**src/hdl/cpu_pkg.sv**
```systemverilog
package cpu_pkg;

    typedef logic [31:0] word_t;
    typedef logic [4:0]  reg_addr_t;
    typedef logic [1:0]  byte_off_t;

    // Source of the value written back to the register file
    typedef enum logic [1:0] {
        WB_ALU,
        WB_PC4,
        WB_LOAD,
        WB_MMIO
    } wb_sel_e;

    // LD_NONE and LD_LW both pass the memory word through untouched
    typedef enum logic [2:0] {
        LD_NONE,
        LD_LB,
        LD_LH,
        LD_LW,
        LD_LBU,
        LD_LHU
    } load_e;

    typedef struct packed {
        word_t     alu_result;
        word_t     pc_plus4;
        reg_addr_t wb_addr;
        wb_sel_e   wb_sel;
        load_e     load;
        logic      wb_en;
        byte_off_t byte_off;   // Low bits of the load address
    } ex_wb_s;

endpackage
```
**src/hdl/mmio_pkg.sv**
```systemverilog
package mmio_pkg;
    import cpu_pkg::*;

    localparam word_t STATUS_ADDR    = 32'h8000_0000;  // Bit 1 rx valid, bit 0 tx ready
    localparam word_t RX_DATA_ADDR   = 32'h8000_0004;
    localparam word_t TX_DATA_ADDR   = 32'h8000_0008;
    localparam word_t CYCLE_ADDR     = 32'h8000_0010;
    localparam word_t INSTR_ADDR     = 32'h8000_0014;
    localparam word_t COUNT_CLR_ADDR = 32'h8000_0018;  // Any store here zeroes both counters

    // Kind of memory-mapped access made by the instruction in execute
    typedef enum logic [1:0] {
        UART_NONE,
        UART_READ,
        UART_WRITE
    } uart_ctrl_e;

    typedef logic [7:0] uart_byte_t;

endpackage

```
**src/hdl/io_wb_top.sv**
```systemverilog
`timescale 1ns/1ps

module io_wb_top import cpu_pkg::*, mmio_pkg::*; #(
    parameter int CLKS_PER_BIT = 16
) (
    input  logic       clk,
    input  logic       reset_i,
    input  ex_wb_s     ex_i,
    input  uart_ctrl_e mmio_ctrl_i,
    input  word_t      store_data_i,
    input  logic       inst_exec_i,
    input  word_t      mem_rdata_i,
    input  logic       serial_rx_i,
    output logic       wb_en_o,
    output reg_addr_t  wb_addr_o,
    output word_t      wb_data_o,
    output logic       serial_tx_o
);
    ex_wb_s     wb;
    word_t      mmio_rdata;
    word_t      cycle_count;
    word_t      inst_count;
    logic       count_clr;
    logic       tx_valid;
    logic       tx_ready;
    uart_byte_t tx_byte;
    logic       rx_valid;
    logic       rx_read;
    uart_byte_t rx_byte;

    ex_wb i_ex_wb (
        .clk           (clk),
        .reset_i       (reset_i),
        .ex_i          (ex_i),
        .mmio_ctrl_i   (mmio_ctrl_i),
        .store_data_i  (store_data_i),
        .rx_valid_i    (rx_valid),
        .rx_byte_i     (rx_byte),
        .tx_ready_i    (tx_ready),
        .cycle_count_i (cycle_count),
        .inst_count_i  (inst_count),
        .wb_o          (wb),
        .mmio_rdata_o  (mmio_rdata),
        .tx_valid_o    (tx_valid),
        .tx_byte_o     (tx_byte),
        .rx_read_o     (rx_read),
        .count_clr_o   (count_clr)
    );

    perf_counters i_perf_counters (
        .clk           (clk),
        .reset_i       (reset_i),
        .clear_i       (count_clr),
        .inst_exec_i   (inst_exec_i),
        .cycle_count_o (cycle_count),
        .inst_count_o  (inst_count)
    );

    uart_rx #(.CLKS_PER_BIT(CLKS_PER_BIT)) i_uart_rx (
        .clk      (clk),
        .reset_i  (reset_i),
        .serial_i (serial_rx_i),
        .read_i   (rx_read),
        .valid_o  (rx_valid),
        .byte_o   (rx_byte)
    );

    uart_tx #(.CLKS_PER_BIT(CLKS_PER_BIT)) i_uart_tx (
        .clk      (clk),
        .reset_i  (reset_i),
        .valid_i  (tx_valid),
        .byte_i   (tx_byte),
        .ready_o  (tx_ready),
        .serial_o (serial_tx_o)
    );

    wb_select i_wb_select (
        .wb_i         (wb),
        .mem_rdata_i  (mem_rdata_i),
        .mmio_rdata_i (mmio_rdata),
        .wb_en_o      (wb_en_o),
        .wb_addr_o    (wb_addr_o),
        .wb_data_o    (wb_data_o)
    );

endmodule

```
**src/hdl/wb_select.sv**
```systemverilog
`timescale 1ns/1ps

module wb_select import cpu_pkg::*; (
    input  ex_wb_s    wb_i,
    input  word_t     mem_rdata_i,
    input  word_t     mmio_rdata_i,
    output logic      wb_en_o,
    output reg_addr_t wb_addr_o,
    output word_t     wb_data_o
);
    word_t     shifted;
    word_t     load_data;
    logic [4:0] shamt;

    // Move the addressed byte or halfword down to bit 0
    assign shamt   = {wb_i.byte_off, 3'b000};
    assign shifted = mem_rdata_i >> shamt;

    always_comb begin
        case (wb_i.load)
            LD_LB:   load_data = {{24{shifted[7]}}, shifted[7:0]};
            LD_LH:   load_data = {{16{shifted[15]}}, shifted[15:0]};
            LD_LBU:  load_data = {24'b0, shifted[7:0]};
            LD_LHU:  load_data = {16'b0, shifted[15:0]};
            default: load_data = mem_rdata_i;  // Word loads are aligned
        endcase
    end

    always_comb begin
        case (wb_i.wb_sel)
            WB_ALU:  wb_data_o = wb_i.alu_result;
            WB_PC4:  wb_data_o = wb_i.pc_plus4;   // Link value for jal and jalr
            WB_LOAD: wb_data_o = load_data;
            default: wb_data_o = mmio_rdata_i;
        endcase
    end

    assign wb_en_o   = wb_i.wb_en;
    assign wb_addr_o = wb_i.wb_addr;

endmodule

```
**src/hdl/uart_tx.sv**
```systemverilog
`timescale 1ns/1ps

module uart_tx import mmio_pkg::*; #(
    parameter int CLKS_PER_BIT = 16
) (
    input  logic       clk,
    input  logic       reset_i,
    input  logic       valid_i,
    input  uart_byte_t byte_i,
    output logic       ready_o,
    output logic       serial_o
);
    localparam int CNT_W = $clog2(CLKS_PER_BIT + 1);
    localparam logic [CNT_W-1:0] LAST = CNT_W'(CLKS_PER_BIT - 1);

    typedef enum logic [1:0] {
        TX_IDLE,
        TX_START,
        TX_DATA,
        TX_STOP
    } tx_state_e;

    tx_state_e        state_q;
    logic [CNT_W-1:0] cnt_q;
    logic [2:0]       bit_idx_q;
    uart_byte_t       shift_q;
    logic             accept;
    logic             bit_end;

    assign ready_o = (state_q == TX_IDLE);
    assign accept  = valid_i && ready_o;
    assign bit_end = (cnt_q == LAST);

    always_ff @(posedge clk) begin
        if (reset_i) begin
            state_q   <= TX_IDLE;
            cnt_q     <= '0;
            bit_idx_q <= '0;
            serial_o  <= 1'b1;
        end else begin
            case (state_q)
                TX_IDLE: begin
                    if (accept) begin
                        state_q  <= TX_START;
                        serial_o <= 1'b0;  // Start bit on the clock after the handshake
                    end
                end
                TX_START: begin
                    if (bit_end) begin
                        state_q   <= TX_DATA;
                        bit_idx_q <= '0;
                        serial_o  <= shift_q[0];
                    end
                end
                TX_DATA: begin
                    if (bit_end) begin
                        bit_idx_q <= bit_idx_q + 1'b1;
                        if (bit_idx_q == 3'd7) begin
                            state_q  <= TX_STOP;
                            serial_o <= 1'b1;
                        end else begin
                            serial_o <= shift_q[1];
                        end
                    end
                end
                default: begin
                    if (bit_end) state_q <= TX_IDLE;
                end
            endcase
            if (state_q == TX_IDLE || bit_end) begin
                cnt_q <= '0;
            end else begin
                cnt_q <= cnt_q + 1'b1;
            end
        end
    end

    // Bit 0 is already on the line when the data phase starts
    always_ff @(posedge clk) begin
        if (accept) begin
            shift_q <= byte_i;
        end else if (state_q == TX_DATA && bit_end) begin
            shift_q <= shift_q >> 1;
        end
    end

    idle_line_high: assert property (@(posedge clk) disable iff (reset_i)
        (state_q == TX_IDLE) |-> serial_o)
        else $error("serial line low while the transmitter is idle");

endmodule

```
**src/hdl/uart_rx.sv**
```systemverilog
`timescale 1ns/1ps

module uart_rx import mmio_pkg::*; #(
    parameter int CLKS_PER_BIT = 16
) (
    input  logic       clk,
    input  logic       reset_i,
    input  logic       serial_i,
    input  logic       read_i,
    output logic       valid_o,
    output uart_byte_t byte_o
);
    localparam int CNT_W = $clog2(CLKS_PER_BIT + 1);
    localparam logic [CNT_W-1:0] LAST = CNT_W'(CLKS_PER_BIT - 1);
    localparam logic [CNT_W-1:0] HALF = CNT_W'((CLKS_PER_BIT - 1) / 2);

    typedef enum logic [1:0] {
        RX_IDLE,
        RX_START,
        RX_DATA,
        RX_STOP
    } rx_state_e;

    rx_state_e        state_q;
    logic [CNT_W-1:0] cnt_q;
    logic [2:0]       bit_idx_q;
    uart_byte_t       shift_q;
    logic             rx_meta_q;
    logic             rx_sync_q;
    logic             sample_bit;
    logic             frame_done;

    // Two flops bring the line into the clock domain; idle level is high
    always_ff @(posedge clk) begin
        if (reset_i) begin
            rx_meta_q <= 1'b1;
            rx_sync_q <= 1'b1;
        end else begin
            rx_meta_q <= serial_i;
            rx_sync_q <= rx_meta_q;
        end
    end

    assign sample_bit = (state_q == RX_DATA) && (cnt_q == LAST);
    assign frame_done = (state_q == RX_STOP) && (cnt_q == LAST) && rx_sync_q;

    always_ff @(posedge clk) begin
        if (reset_i) begin
            state_q   <= RX_IDLE;
            cnt_q     <= '0;
            bit_idx_q <= '0;
            valid_o   <= 1'b0;
        end else begin
            if (read_i) begin
                valid_o <= 1'b0;
            end
            case (state_q)
                RX_IDLE: begin
                    cnt_q <= '0;
                    if (!rx_sync_q) state_q <= RX_START;
                end
                RX_START: begin
                    if (cnt_q == HALF) begin
                        // Line went high again before mid-bit, so this was a glitch
                        state_q   <= rx_sync_q ? RX_IDLE : RX_DATA;
                        cnt_q     <= '0;
                        bit_idx_q <= '0;
                    end else begin
                        cnt_q <= cnt_q + 1'b1;
                    end
                end
                RX_DATA: begin
                    if (cnt_q == LAST) begin
                        cnt_q     <= '0;
                        bit_idx_q <= bit_idx_q + 1'b1;
                        if (bit_idx_q == 3'd7) state_q <= RX_STOP;
                    end else begin
                        cnt_q <= cnt_q + 1'b1;
                    end
                end
                default: begin
                    if (cnt_q == LAST) begin
                        state_q <= RX_IDLE;
                        cnt_q   <= '0;
                        if (frame_done) valid_o <= 1'b1;  // Wins over a read in the same cycle
                    end else begin
                        cnt_q <= cnt_q + 1'b1;
                    end
                end
            endcase
        end
    end

    // Bits arrive LSB first
    always_ff @(posedge clk) begin
        if (sample_bit) shift_q <= {rx_sync_q, shift_q[7:1]};
        if (frame_done) byte_o <= shift_q;
    end

endmodule

```
**src/hdl/perf_counters.sv**
```systemverilog
`timescale 1ns/1ps

module perf_counters import cpu_pkg::*; (
    input  logic  clk,
    input  logic  reset_i,
    input  logic  clear_i,
    input  logic  inst_exec_i,
    output word_t cycle_count_o,
    output word_t inst_count_o
);
    logic zero_counts;

    // A clear store in execute makes both counts read zero on the next cycle
    assign zero_counts = reset_i || clear_i;

    always_ff @(posedge clk) begin
        if (zero_counts) begin
            cycle_count_o <= '0;
        end else begin
            cycle_count_o <= cycle_count_o + 32'd1;  // Free running, wraps at 2^32
        end
    end

    always_ff @(posedge clk) begin
        if (zero_counts) begin
            inst_count_o <= '0;
        end else if (inst_exec_i) begin
            inst_count_o <= inst_count_o + 32'd1;
        end
    end

endmodule

```
**src/hdl/ex_wb.sv**
```systemverilog
`timescale 1ns/1ps

module ex_wb import cpu_pkg::*, mmio_pkg::*; (
    input  logic       clk,
    input  logic       reset_i,
    input  ex_wb_s     ex_i,
    input  uart_ctrl_e mmio_ctrl_i,
    input  word_t      store_data_i,
    input  logic       rx_valid_i,
    input  uart_byte_t rx_byte_i,
    input  logic       tx_ready_i,
    input  word_t      cycle_count_i,
    input  word_t      inst_count_i,
    output ex_wb_s     wb_o,
    output word_t      mmio_rdata_o,
    output logic       tx_valid_o,
    output uart_byte_t tx_byte_o,
    output logic       rx_read_o,
    output logic       count_clr_o
);
    word_t      mmio_addr;
    word_t      mmio_rdata;
    logic       is_read;
    logic       is_write;
    uart_byte_t rx_byte_q;
    ex_wb_s     wb_d;
    ex_wb_s     wb_q;
    logic       wb_en_q;

    assign mmio_addr = ex_i.alu_result;  // The ALU computes the load/store address
    assign is_read   = (mmio_ctrl_i == UART_READ);
    assign is_write  = (mmio_ctrl_i == UART_WRITE);

    assign tx_valid_o  = is_write && (mmio_addr == TX_DATA_ADDR);
    assign tx_byte_o   = store_data_i[7:0];
    assign rx_read_o   = is_read && (mmio_addr == RX_DATA_ADDR);
    assign count_clr_o = is_write && (mmio_addr == COUNT_CLR_ADDR);

    // Keeps the last received byte so a read after valid drops still returns it
    always_ff @(posedge clk) begin
        if (rx_valid_i) begin
            rx_byte_q <= rx_byte_i;
        end
    end

    always_comb begin
        case (mmio_addr)
            STATUS_ADDR:  mmio_rdata = {30'b0, rx_valid_i, tx_ready_i};
            RX_DATA_ADDR: mmio_rdata = {24'b0, rx_byte_q};
            CYCLE_ADDR:   mmio_rdata = cycle_count_i;
            INSTR_ADDR:   mmio_rdata = inst_count_i;
            default:      mmio_rdata = '0;
        endcase
    end

    always_comb begin
        wb_d          = ex_i;
        wb_d.byte_off = ex_i.alu_result[1:0];
    end

    always_ff @(posedge clk) begin
        wb_q         <= wb_d;
        mmio_rdata_o <= mmio_rdata;  // Value as seen in the execute cycle
    end

    always_ff @(posedge clk) begin
        if (reset_i) begin
            wb_en_q <= 1'b0;
        end else begin
            wb_en_q <= ex_i.wb_en;
        end
    end

    always_comb begin
        wb_o       = wb_q;
        wb_o.wb_en = wb_en_q;
    end

    // Software polls the status word first, so the transmitter must already be idle
    tx_write_when_ready: assert property (@(posedge clk) disable iff (reset_i)
        tx_valid_o |-> tx_ready_i)
        else $error("transmit write issued while the UART transmitter is busy");

endmodule

```
**config.mk**
```make
export PLATFORM = sky130hd
export DESIGN_NAME = io_wb_top
export DESIGN_NICKNAME = d
export VERILOG_FILES = /design/src/hdl/cpu_pkg.sv /design/src/hdl/mmio_pkg.sv /design/src/hdl/io_wb_top.sv /design/src/hdl/wb_select.sv /design/src/hdl/uart_tx.sv /design/src/hdl/uart_rx.sv /design/src/hdl/perf_counters.sv /design/src/hdl/ex_wb.sv
export SDC_FILE = /design/constraint.sdc
export NUM_CORES = 1
export LEC_CHECK = 0
export BUFFER_PORTS_ARGS = -buffer_cell sky130_fd_sc_hd__clkbuf_2
export CAP_MARGIN = 10
export CORE_AREA = 2 2 126 128
export CTS_BUF_LIST = sky130_fd_sc_hd__clkbuf_8
export DETAILED_ROUTE_END_ITERATION = 6
export DIE_AREA = 0 0 128 130
export GPL_TIMING_DRIVEN = 0
export PLACE_DENSITY = 0.87
export SYNTH_ARGS = -nofsm -noshare
export SYNTH_HDL_FRONTEND = slang
export SYNTH_SLANG_ARGS = --single-unit
export TNS_END_PERCENT = 20
```
**constraint.sdc**
```tcl
create_clock -name clk -period 3.6 [get_ports clk]
set_input_delay 0.72 -clock clk [delete_from_list [all_inputs] [get_ports clk]]
set_output_delay 0.72 -clock clk [all_outputs]
set_load 0.005 [all_outputs]
```
=== After elaboration in Yosys (flattened, before gate mapping) ===
Cells that the tools add are included.

* $add $sub $neg: 6
* Equality and inequality tests: 32
* Shifts and indexed selects: 1
* Multiplexer cells: 36
* Reduce and logical (&&, ||, !) cells: 26

{| class="wikitable"
|+ Operator list
! operator !! number
|-
| 32-bit one-hot mux with 4 select lines || 2
|-
| 32-bit == test, second input constant || 6
|-
| 32-bit one-hot mux with 3 select lines || 1
|-
| 32-bit by 1-bit adder with 32-bit output, second input constant || 2
|-
| 32-bit by 5-bit >> shifter with 16-bit output || 1
|-
| 2-bit two-way mux || 11
|-
| 8-bit two-way mux || 2
|-
| 3-bit == test, second input constant || 4
|-
| 3-bit two-way mux || 4
|-
| 2-bit one-hot mux with 3 select lines || 2
|-
| 3-bit one-hot mux with 2 select lines || 2
|-
| 5-bit by 1-bit adder with 5-bit output, second input constant || 2
|-
| 2-bit == test, second input constant || 5
|-
| 5-bit by 4-bit == test with 1-bit output, second input constant || 2
|-
| 5-bit two-way mux || 2
|-
| 2-bit by 1-bit inequality test with 1-bit output, second input constant || 5
|-
| 5-bit one-hot mux with 2 select lines || 1
|-
| 5-bit AND reduction || 2
|-
| 2-bit by 1-bit == test with 1-bit output, second input constant || 4
|-
| 1-bit logical AND || 8
|-
| 1-bit two-way mux || 8
|-
| 2-bit nonzero test || 4
|-
| 3-bit by 1-bit adder with 3-bit output, second input constant || 2
|-
| 2-bit logical NOT || 3
|-
| 11 further kinds || 16
|}

* Flip-flop bits (word level): 229
* Bits of input ports: 147
* Output and inout port bits: 39
* Word-level logic and storage cells: 125

=== Longest topological paths before layout ===
Gate-level depths: netlist (run 1).

* Word-level depth: 6
* Depth in mapped cells: 8
* Depth with buffers taken out: 7

=== Hierarchy ===
From an unflattened synthesis (run 1), not the netlist that was laid out.

* Cell total of the unflattened synthesis: 963
* Area total of the unflattened synthesis: 9888.2 um^2

{| class="wikitable"
|+ By module, submodules not included
! module !! instances !! cells an instance !! area each (um^2) !! sequential area each (um^2)
|-
| ex_wb || 1 || 208 || 3224.3 || 2382.3
|-
| perf_counters || 1 || 343 || 2960.3 || 1281.2
|-
| wb_select || 1 || 251 || 1680.4 || 0.0
|-
| uart_rx || 1 || 83 || 1112.3 || 740.7
|-
| uart_tx || 1 || 78 || 910.9 || 460.4
|}

=== Worst setup path after synthesis (run 1) ===
No wires, ideal clock.

* Path kind: input -> output
* Start point: input mem_rdata_i[31]
* End point: output wb_data_o[16]
* Arrival: 1.899 ns
* Data required time: 2.880 ns
* Setup slack: 0.981 ns
* Stages: 6
* Buffers on the path: 1
* Path through: mux4_2 o21ai_1 nand2b_1 nand3_1 buf_2 o221ai_1

* Longest elaborated chain between the ends: 3

{| class="wikitable"
|+ RTL lines
! item !! line !! source
|-
| start: declaration || io_wb_top.sv:12 || <nowiki>input word_t mem_rdata_i,</nowiki>
|-
| 32-bit by 5-bit >> shifter with 16-bit output || wb_select.sv:17 || <nowiki>assign shifted = mem_rdata_i >> shamt;</nowiki>
|-
| 32-bit one-hot mux with 4 select lines || wb_select.sv:20 || <nowiki>case (wb_i.load)</nowiki>
|-
| 32-bit one-hot mux with 3 select lines || wb_select.sv:30 || <nowiki>case (wb_i.wb_sel)</nowiki>
|-
| end: declaration || io_wb_top.sv:16 || <nowiki>output word_t wb_data_o,</nowiki>
|}

Every way passes these cells.

=== Final worst setup path (run 1) ===
* Start point: register i_ex_wb.wb_q, in the netlist i_ex_wb.wb_o[7]
* End point: output wb_data_o[23]

* Longest elaborated chain between the ends: 2
* Elaborated cells on any way between the ends: 4
* Those cells by class: eq/ne (2); mux (1); reduce/logical (1)

{| class="wikitable"
|+ RTL lines
! item !! line !! source
|-
| start: declaration || ex_wb.sv:27 || <nowiki>ex_wb_s wb_q;</nowiki>
|-
| start signal: assignment || ex_wb.sv:62 || <nowiki>wb_q <= wb_d;</nowiki>
|-
| 2-bit == test (tied with other cells) || wb_select.sv:30 ||
|-
| 32-bit one-hot mux with 3 select lines * || wb_select.sv:30 ||
|}

Every way passes the cells marked *; elsewhere a longest branch is shown, timed or not.

==> metrics.md, run 1 <==
| Metric | Value |
|---|---|
| Depth of the most critical reg-to-reg path | `7` |
| Most Frequent Cell on Critical Path | `o21ai_0` |
| Drt pass-1 iters | `5` |
| Worst-path cell chain | `clkbuf_1, buf_1, nand2_1, o21ai_0, o21ai_0, clkbuf_2` |
| CTS H-tree depth | `2` |
| Int Pwr | `4.06 mW` |
| Syn avg cell area | `10.1 um^2` |
| Share of total power in the clock network | `0.415` |
| Max VDD drop | `0.000264 V` |
| Remaining Overflow, GRT | `0` |
| CTS buffer count | `35` |
| Die extent in x | `128 um` |
| Gpl congestion | `1.01` |
| Core box area | `0.0154 mm^2` |
| Max-cap violations | `0` |
| Number of flops mapped to enable cells by yosys | `32` |
| Crit start category | `flop` |
| Syn-to-layout area delta | `19.1%` |
| Reg power frac | `0.499` |
| DR vias/cell | `5.85` |
| Number of cells upsized or downsized after cts | `0` |
| Number of global-route vias before repair | `7297` |
| Ys flop type | `dfxtp_1` |
| Clk buf depth | `3` |
| Share of synthesized registers carrying an async set or reset | `0` |
| Net switching power | `1.26 mW` |
| CP Class | `reg -> out` |
| Row count | `46` |
| First-pass GRT wire length | `37.0 mm` |
| Core Util, Final | `0.712` |
| Final #Nets | `1269` |
| Worst Setup End Kind | `output port` |
| ANT cells | `0` |
| Pre-CTS WS | `0.502 ns` |
| Post-synth top area share | `0.424` |
| Status | `completed` |
| Die footprint | `0.0166 mm^2` |
| Worst reg-to-reg setup slack | `1.55 ns` |
| Share of layout cells above drive strength 1 | `0.242` |
| Yosys warning total | `0` |
| RR Startpoint | `i_uart_rx.cnt_q[0]$_SDFF_PP0_` |
| Seq/Total Area, Yosys | `0.528` |
| Unrepaired setup endpoints after global routing | `false` |
| Clock-pin slew on the worst setup and hold paths | `0.06 ns` |
| Hold depth | `1` |
| Final WL | `24.2 mm` |
| Final min period | `3.41 ns` |
| Slew @ Worst Pin | `0.927 ns` |
| DP HPWL | `18.1 mm` |
| Final antenna-violating net count | `0` |
| Clock Latency Late Sink | `0.52 ns` |
| Wire length per cell | `18.3 um` |
| RR Endpoint | `i_uart_rx.byte_o[3]$_DFFE_PP_` |
| Clock root buffer | `clkbuf_8` |
| Gr usage total | `0.284` |
| Syn nets | `1074` |
| Synthesized area | `0.00922 mm^2` |
| Slew headroom | `0.382` |
| Setup violators final | `0` |
| Initial antenna violation count | `0` |
| Setup TNS Final | `0 ns` |
| Worst-case clock skew | `0.00699 ns` |
| FMAX | `0.294 GHz` |
| Fin. max-slew vios | `0` |
| Final setup margin | `0.195 ns` |
| Clock Sink Count | `227` |
| Pleak | `4.59 nW` |
| Hold_ws | `0.297 ns` |
| Final hold viol count | `0` |
| Hold Path Origin | `ex_i[5]` |
| Via count | `7734` |
| Slowest stage delay, CP | `0.46 ns` |
| Port bufs | `158` |
| Initial Util | `0.597` |
| Synth top area cells | `dfxtp_1 42%, edfxtp_1 10%, nor2_1 5.4%, xor2_1 4.2%, mux2i_1 3.4%` |
| Synth area leader | `dfxtp_1` |
| Final period util | `0.946` |
| Comb pwr share | `0.086` |
| Initial DRC count | `712` |
| PD cells | `485 mW/mm^2` |
| Hold EP | `i_ex_wb.wb_o[5]$_DFF_P_` |
| Post-CTS Hold Buffers | `0` |
| DRC viols | `0` |
| Worst min-delay path category | `in -> reg` |
| Register area | `0.00486 mm^2` |
| Slowest cell on crit path | `buf_1` |
| Worst EP arrival | `2.69 ns` |
| Syn Inst Count | `912` |
| Area occupied by multi-input gates | `0.00404 mm^2` |
| Ports | `186` |
| CP Max Fanout | `10` |
| Die Height | `130 um` |
| Fillers | `1085` |
| Sw Share | `0.237` |
| Yosys cell types | `58` |
| CTS tree | `done` |
| Register bit total from synthesis | `227` |
| Postcts setup bufs | `0` |
| Largest net degree at the start of global routing | `11` |
| Critical Path RT | `2.88 ns` |
-- metal layers --
metal	wire [um]	track usage
met2	11400	0.481
met5	0	0
met4	986	0.128
met3	1980	0.0607
met1	9850	0.351
-- synth_stat cells (all sizes together) (2+ instances only) --
cell / count
o21a: 7
or3: 2
and4: 8
nor2: 133
buf: 26
and3: 13
a2bb2oi: 2
o21ai: 41
a22o: 24
o211ai: 6
nand4: 30
clkbuf: 21
a311oi: 3
nor3b: 3
a211oi: 4
xnor2: 21
a21oi: 28
and2: 5
o221ai: 20
mux4: 4
mux2: 13
or2: 4
dfxtp: 195
a31oi: 6
nor2b: 8
nand3: 29
xor2: 44
edfxtp: 32
nand2b: 3
nor4: 11
inv: 21
a22oi: 6
ha: 15
or4: 2
mux2i: 31
nor3: 10
o31ai: 3
nand2: 70
-- stage by stage --
stage               total power, mW  area (um^2)  cells
finish                         5.32        11000   1322
global route                   5.50        11000   1322
global placement               3.15        10200   1262
detailed placement             3.15        10200   1262
floorplan                      2.94         9220    912
CTS                            5.34        11000   1322
-- registers in the layout, summed over array words and instances, names as in the netlist, 5 cells and up --
name	count
i_uart_tx.cnt_q	5
i_uart_rx.byte_o	8
i_ex_wb.rx_byte_q	8
i_ex_wb.mmio_rdata_o	32
i_ex_wb.wb_o	74
i_perf_counters.cycle_count_o	32
i_uart_rx.cnt_q	5
i_perf_counters.inst_count_o	32
i_uart_tx.shift_q	8
i_uart_rx.shift_q	8
-- worst max-delay path, delay by kind of cell (launching register included) --
| family | cells | cell delay [ns] |
|---|---|---|
| AOI/OAI and AO/OA | 2 | 0.50 |
| buffers and inverters | 3 | 1.03 |
| DFF | 1 | 0.33 |
| and+or+nand+nor | 1 | 0.31 |
-- worst max path at each step --
stage | end | slack [ns] | start | cells after the start
2_1_floorplan | wb_data_o[16] | 0.98 | mem_rdata_i[31] | 6
3_3_place_gp | wb_data_o[29] | 0.50 | mem_rdata_i[31] | 8
3_5_place_dp | wb_data_o[29] | 0.50 | mem_rdata_i[31] | 8
4_1_cts | wb_data_o[17] | 0.27 | i_ex_wb.wb_o[45]$_DFF_P_ | 7
5_1_grt | wb_data_o[17] | 0.14 | i_ex_wb.wb_o[45]$_DFF_P_ | 7
6_report | wb_data_o[23] | 0.19 | i_ex_wb.wb_o[7]$_DFF_P_ | 6
-- layout by cell type (no fill, tap or decap), drive strengths merged, types with 3 or more instances in the layout --
| master | netlist | routed |
|---|---|---|
| nor4 | 11 | 11 |
| xnor2 | 21 | 21 |
| o21ai | 41 | 41 |
| o211ai | 6 | 6 |
| nor2b | 8 | 8 |
| edfxtp | 32 | 32 |
| a311oi | 3 | 3 |
| and3 | 13 | 13 |
| nand2b | 3 | 3 |
| mux2i | 31 | 31 |
| a211oi | 4 | 4 |
| a22oi | 6 | 6 |
| nor3b | 3 | 3 |
| nand4 | 30 | 30 |
| buf | 26 | 26 |
| a21oi | 28 | 28 |
| xor2 | 44 | 44 |
| o21a | 7 | 7 |
| mux2 | 13 | 13 |
| nand3 | 29 | 29 |
| and2 | 5 | 5 |
| nor3 | 10 | 10 |
| or2 | 4 | 4 |
| a22o | 24 | 24 |
| nor2 | 133 | 133 |
| mux4 | 4 | 4 |
| and4 | 8 | 8 |
| dfxtp | 195 | 195 |
| clkbuf | 21 | 223 |
| ha | 15 | 15 |
| o221ai | 20 | 20 |
| nand2 | 70 | 70 |
| inv | 21 | 30 |
| o31ai | 3 | 3 |
| clkinv | 0 | 4 |
| a31oi | 6 | 6 |
-- power by group through the flow --
| stage | Combinational [mW] | Clock [mW] | Sequential [mW] |
|---|---|---|---|
| floorplan | 0.243 | 0 | 2.70 |
| global placement | 0.437 | 0 | 2.71 |
| detailed placement | 0.443 | 0 | 2.71 |
| CTS | 0.449 | 2.24 | 2.66 |
| global route | 0.496 | 2.34 | 2.66 |
| finish | 0.459 | 2.21 | 2.66 |
-- cell type report --
type | count | share of cell area
plain buffers | 47 | 0.0207
clock buffers | 44 | 0.0552
clock inverters | 16 | 0.0115
inverters | 21 | 0.00718
multi-input cells | 617 | 0.368
flip-flops and latches | 227 | 0.443
well taps | 192 | 0.0219
repair buffers | 158 | 0.0720
-- cells by family after synthesis --
logic type,after synthesis,share of synthesized area
adder cells (fa/ha/maj),15,0.0204
flip-flops,227,0.528
AO/OA/AOI/OAI,155,0.115
multiplexers,48,0.0593
XOR/XNOR,65,0.0618
buffers and inverters,68,0.0333
AND/OR/NAND/NOR,334,0.183
Note: power is estimated with default switching activity, not from simulation.
==> run 2, diff against run 1 <==
--- a/config.mk
+++ b/config.mk
@@ -5,14 +5,15 @@
 export SDC_FILE = /design/constraint.sdc
 export NUM_CORES = 1
 export LEC_CHECK = 0
-export BUFFER_PORTS_ARGS = -buffer_cell sky130_fd_sc_hd__clkbuf_2
 export CAP_MARGIN = 10
-export CORE_AREA = 2 2 126 128
+export CORE_AREA = 2 2 119 121
 export CTS_BUF_LIST = sky130_fd_sc_hd__clkbuf_8
 export DETAILED_ROUTE_END_ITERATION = 6
-export DIE_AREA = 0 0 128 130
+export DIE_AREA = 0 0 121 123
+export DONT_BUFFER_PORTS = 1
 export GPL_TIMING_DRIVEN = 0
-export PLACE_DENSITY = 0.87
+export PLACE_DENSITY = 0.84
+export SETUP_SLACK_MARGIN = 0.15
 export SYNTH_ARGS = -nofsm -noshare
 export SYNTH_HDL_FRONTEND = slang
 export SYNTH_SLANG_ARGS = --single-unit
==> metrics.md, run 2 (synthesized netlist as in run 1, its figures left out) <==
| Metric | Value |
|---|---|
| Fin. max-slew vios | `0` |
| Top sig layer | `met5` |
| WL met3 | `2.41 mm` |
| CTS buffer count | `37` |
| Slew headroom | `0.405` |
| Final period util | `0.919` |
| Most frequent cells in the layout | `195 x dfxtp_1, 132 x nor2_1, 70 x nand2_1, 49 x clkbuf_8, 44 x xor2_1` |
| Die extent in x | `121 um` |
| Worst-case clock skew | `0.0208 ns` |
| Final Cell Area | `0.0102 mm^2` |
| Status | `finished with violations` |
| FMAX | `0.302 GHz` |
| WL met2 | `11.0 mm` |
| Unrepaired setup endpoints after global routing | `false` |
| Slew @ Worst Pin | `0.893 ns` |
| Fillers | `916` |
| Largest net degree at the start of global routing | `11` |
| PD cells | `514 mW/mm^2` |
| Post-CTS Hold Buffers | `0` |
| Final hold viol count | `0` |
| DP HPWL | `17.3 mm` |
| Gr usage total | `0.308` |
| Worst min-delay path category | `in -> reg` |
| Setup TNS Final | `0 ns` |
| Final antenna-violating net count | `0` |
| Placed Area | `0.00944 mm^2` |
| Wire length per cell | `20.3 um` |
| Clock-pin slew on the worst setup and hold paths | `0.06 ns` |
| Area occupied by multi-input gates | `0.00404 mm^2` |
| Worst EP arrival | `2.59 ns` |
| Comb pwr share | `0.063` |
| Number of global-route vias before repair | `6827` |
| CP Max Fanout | `10` |
| Syn-to-layout area delta | `10.8%` |
| Sw Share | `0.233` |
| Row count | `43` |
| Pre-CTS WS | `0.709 ns` |
| Final #Nets | `1113` |
| Number of flip-flops in the largest register | `74` |
| Initial antenna violation count | `2` |
| DR vias/cell | `6.14` |
| Hold_ws | `0.205 ns` |
| Clk buf depth | `3` |
| Die Height | `123 um` |
| Core box area | `0.0136 mm^2` |
| Share of layout cells above drive strength 1 | `0.119` |
| Max VDD drop | `0.000306 V` |
| Initial DRC count | `678` |
| Worst Setup End Kind | `output port` |
| Via count | `7116` |
| Failing checks | `DRC` |
| Core Util, Final | `0.750` |
| Clock Latency Late Sink | `0.54 ns` |
| Pleak | `3.97 nW` |
| First-pass GRT wire length | `35.3 mm` |
| Port bufs | `0` |
| Int Pwr | `4.03 mW` |
| CTS tree | `done` |
| Reg power frac | `0.506` |
| Setup violators final | `0` |
| Drt pass-1 iters | `7` |
| Clock Sink Count | `227` |
| Commonest non-fill, non-tap cell in the layout | `dfxtp_1` |
| Register area | `0.00486 mm^2` |
| Postcts setup bufs | `0` |
| Initial Util | `0.677` |
| Ports | `186` |
| Die footprint | `0.0149 mm^2` |
| WL met1 | `8.95 mm` |
| Share of total power in the clock network | `0.431` |
| Remaining Overflow, GRT | `0` |
| Final setup margin | `0.292 ns` |
| Net switching power | `1.23 mW` |
| CP Class | `reg -> out` |
| Final WL | `23.5 mm` |
| Gpl congestion | `0.973` |
| Critical Path RT | `2.88 ns` |
| Crit start category | `flop` |
| CTS H-tree depth | `2` |
| Number of cells upsized or downsized after cts | `0` |
| Final min period | `3.31 ns` |
| Clock root buffer | `clkbuf_8` |
| Max-cap violations | `0` |
| DRC viols | `18` |
==> run 2: changes by cell type in the layout (fill, tap and decap cells not counted) <==
cell and delta:
clkbuf_2 -158, diode_2 +2, bufinv_16 -1, inv_6 -1
clkbuf_8 +5, inv_1 +5, clkinv_2 -3
==> run 2: path summary, 6_finish.rpt <==
check                                  from                        endpoint  slack [ns]  cells after the start
min                                ex_i[27]        i_ex_wb.wb_o[27]$_DFF_P_        0.20                      0
max                 i_ex_wb.wb_o[7]$_DFF_P_                   wb_data_o[26]        0.29                      5
max reg2reg   i_uart_rx.cnt_q[0]$_SDFF_PP0_   i_uart_rx.byte_o[4]$_DFFE_PP_        1.53                      7
min reg2reg  i_uart_rx.rx_meta_q$_SDFF_PP1_  i_uart_rx.rx_sync_q$_SDFF_PP1_        0.41                      1
==> run 2: stage by stage <==
stage | instances | power, mW
6_report | 1159 | 5.25
5_1_grt | 1158 | 5.41
4_1_cts | 1157 | 5.26
3_5_place_dp | 1092 | 3.03
3_3_place_gp | 1092 | 3.02
2_1_floorplan | 912 | 2.94
==> run 2: area by class of cell <==
cell class | instances | area share
Antenna cell | 2 | 0.000490
Buffer | 47 | 0.0223
Clock buffer | 49 | 0.0660
Clock inverter | 16 | 0.00895
Inverter | 21 | 0.00772
Multi-Input combinational cell | 617 | 0.396
Sequential cell | 227 | 0.476
Tap cell | 180 | 0.0221
==> run 2: metal layers <==
layer / vias up / track usage
met5: - / 0
met1: 3316 / 0.360
met4: 2 / 0.159
met2: 386 / 0.509
met3: 79 / 0.0992
li1: 3333 / -
==> run 2: critical path, stage by stage, from the launching register on <==
cell      delay, ns
dfxtp_1        0.33
clkbuf_1       0.46
buf_1          0.46
nand2_1        0.27
o21ai_0        0.34
o21ai_0        0.18
==> run 2: power groups by stage <==
| stage | Clock [mW] | Sequential, mW | Combinational [mW] |
|---|---|---|---|
| CTS | 2.28 | 2.66 | 0.322 |
| global placement | 0 | 2.71 | 0.314 |
| finish | 2.26 | 2.66 | 0.331 |
| global route | 2.39 | 2.66 | 0.356 |
| floorplan | 0 | 2.70 | 0.243 |
| detailed placement | 0 | 2.71 | 0.320 |
==> run 3, diff against run 2 <==
--- a/config.mk
+++ b/config.mk
@@ -5,15 +5,16 @@
 export SDC_FILE = /design/constraint.sdc
 export NUM_CORES = 1
 export LEC_CHECK = 0
+export ABC_AREA = 1
 export CAP_MARGIN = 10
-export CORE_AREA = 2 2 119 121
+export CORE_AREA = 2 2 125 127
 export CTS_BUF_LIST = sky130_fd_sc_hd__clkbuf_8
 export DETAILED_ROUTE_END_ITERATION = 6
-export DIE_AREA = 0 0 121 123
+export DIE_AREA = 0 0 127 129
 export DONT_BUFFER_PORTS = 1
 export GPL_TIMING_DRIVEN = 0
 export PLACE_DENSITY = 0.84
-export SETUP_SLACK_MARGIN = 0.15
+export SETUP_SLACK_MARGIN = 0.02
 export SYNTH_ARGS = -nofsm -noshare
 export SYNTH_HDL_FRONTEND = slang
 export SYNTH_SLANG_ARGS = --single-unit
==> metrics.md, run 3 <==
| Metric | Value |
|---|---|
| Status | `completed` |
| Clock Sink Count | `227` |
| Final min period | `2.92 ns` |
| Final period util | `0.810` |
| Synth area leader | `dfxtp_1` |
| Comb pwr share | `0.089` |
| Final hold viol count | `0` |
| Slew @ Worst Pin | `1.09 ns` |
| CP Class | `reg -> out` |
| Initial DRC count | `751` |
| Worst min-delay path category | `in -> reg` |
| Setup TNS Final | `0 ns` |
| Number of flip-flops in the largest register | `74` |
| CTS tree | `done` |
| Number of cells upsized or downsized after cts | `0` |
| Share of synthesized registers carrying an async set or reset | `0` |
| Most frequent cells in the layout | `337 x nand2_1, 195 x dfxtp_1, 173 x inv_1, 144 x nor2_1, 58 x o21ai_0` |
| Int Pwr | `3.93 mW` |
| Critical Path RT | `2.88 ns` |
| Share of layout cells above drive strength 1 | `0.101` |
| Postcts setup bufs | `0` |
| Dpl cells | `1486` |
| Worst Setup End Kind | `output port` |
| Drt pass-1 iters | `6` |
| Worst EP arrival | `2.20 ns` |
| Post-synth top area share | `0.386` |
| Reg power frac | `0.507` |
| Synthesized area | `0.0101 mm^2` |
| Initial Util | `0.675` |
| Slew headroom | `0.266` |
| Synth cell count leaders | `337 x nand2_1, 195 x dfxtp_1, 165 x inv_1` |
| Syn Inst Count | `1298` |
| Syn nets | `1460` |
| CTS H-tree depth | `2` |
| Initial antenna violation count | `0` |
| Sw Share | `0.258` |
| Core box area | `0.0150 mm^2` |
| Number of global-route vias before repair | `8311` |
| Gpl congestion | `0.975` |
| FMAX | `0.343 GHz` |
| Ys flop type | `dfxtp_1` |
| Ports | `186` |
| Clock-pin slew on the worst setup and hold paths | `0.07 ns` |
| Pleak | `4.65 nW` |
| Final Non-Filler Cells | `1551` |
| Remaining Overflow, GRT | `0` |
| PD cells | `479 mW/mm^2` |
| Max-cap violations | `0` |
| Clock root buffer | `clkbuf_8` |
| Yosys cell types | `48` |
| Net switching power | `1.37 mW` |
| CTS buffer count | `37` |
| Clock Latency Late Sink | `0.54 ns` |
| Worst-case clock skew | `0.0194 ns` |
| Most numerous cell in the Yosys netlist | `nand2_1` |
| Row count | `45` |
| First-pass GRT wire length | `41.9 mm` |
| DR vias/cell | `5.59` |
| DP HPWL | `20.1 mm` |
| Setup violators final | `0` |
| Fin. max-slew vios | `0` |
| Via count | `8672` |
| Syn-to-layout area delta | `9.37%` |
| Die footprint | `0.0164 mm^2` |
| Seq/Total Area, Yosys | `0.481` |
| Final antenna-violating net count | `0` |
| Die extent in x | `127 um` |
| Number of flops mapped to enable cells by yosys | `32` |
| Share of total power in the clock network | `0.404` |
| Post-CTS Hold Buffers | `0` |
| Die Height | `129 um` |
| Commonest non-fill, non-tap cell in the layout | `nand2_1` |
| Final #Nets | `1499` |
| Unrepaired setup endpoints after global routing | `false` |
| Pre-CTS WS | `0.747 ns` |
| Final WL | `26.8 mm` |
| Crit start category | `flop` |
| Port bufs | `0` |
| Syn avg cell area | `7.79 um^2` |
| Yosys warning total | `0` |
| Gr usage total | `0.327` |
| Final setup margin | `0.684 ns` |
| DRC viols | `0` |
| Clk buf depth | `3` |
| Largest net degree at the start of global routing | `11` |
| Wire length per cell | `17.3 um` |
| Max VDD drop | `0.000366 V` |
| Synth top area cells | `dfxtp_1 39%, nand2_1 13%, edfxtp_1 9.5%, inv_1 6.1%, nor2_1 5.3%` |
| CP Max Fanout | `10` |
| Register bit total from synthesis | `227` |
## run 3: worst max-delay path, stage by stage, from the launching register on
cell	delay [ns]
dfxtp_1	0.33
nor2_1	0.14
nand2_1	0.08
nand2_1	0.22
clkbuf_1	0.42
o21ai_0	0.14
inv_1	0.08
nand2_1	0.06
a21oi_1	0.21
## run 3: area by class of cell
class	instances	area, um^2
multi-input combinational	856	4350
antenna	1	2.50
inverter	174	653
clock inverter	19	90.1
sequential	227	4860
buffer	41	243
clock buffer	45	619
fill	1178	3920
tap	188	235
## run 3: routing by layer
| layer | vias to the layer above | share of wire | GRT usage |
|---|---|---|---|
| met5 | - | 0 | 0 |
| met4 | 0 | 0.047 | 0.161 |
| met3 | 91 | 0.11 | 0.0823 |
| met2 | 456 | 0.46 | 0.557 |
| met1 | 3884 | 0.38 | 0.387 |
| li1 | 4241 | - | - |
## run 3: power groups by stage
stage / sequential (mW) / combinational (mW) / clock [mW]
after global placement: 2.73 / 0.447 / 0
final: 2.68 / 0.473 / 2.14
after global routing: 2.69 / 0.538 / 2.30
after CTS: 2.68 / 0.467 / 2.17
after floorplan: 2.72 / 0.351 / 0
after detailed placement: 2.74 / 0.458 / 0
## run 3: metrics by stage
step	util	power (mW)	cell area, um^2	hold WS (ns)
after floorplan	-	3.07	10100	0.389
after global placement	0.691	3.18	10300	0.397
after detailed placement	0.691	3.19	10300	0.399
after CTS	0.738	5.32	11100	0.185
after global routing	0.738	5.52	11100	0.186
final	0.738	5.29	11100	0.207
## run 3: kinds of logic after synthesis
family	Yosys count	synth area share
and+or+nand+nor	661	0.297
DFF	227	0.481
buffers and inverters	215	0.0886
AOI/OAI and AO/OA	148	0.0866
xor gates and xnor gates	32	0.0277
adders and majority gates	15	0.0186
## run 3: final timing paths
path	slack, ns	start	to	depth (start not counted)
min reg2reg	0.41	i_uart_rx.rx_meta_q$_SDFF_PP1_	i_uart_rx.rx_sync_q$_SDFF_PP1_	1
max reg2reg	1.47	i_uart_tx.cnt_q[0]$_SDFF_PP0_	i_uart_tx.shift_q[1]$_DFFE_PP_	6
min	0.21	ex_i[18]	i_ex_wb.wb_o[18]$_DFF_P_	0
max	0.68	i_ex_wb.wb_o[5]$_DFF_P_	wb_data_o[18]	8
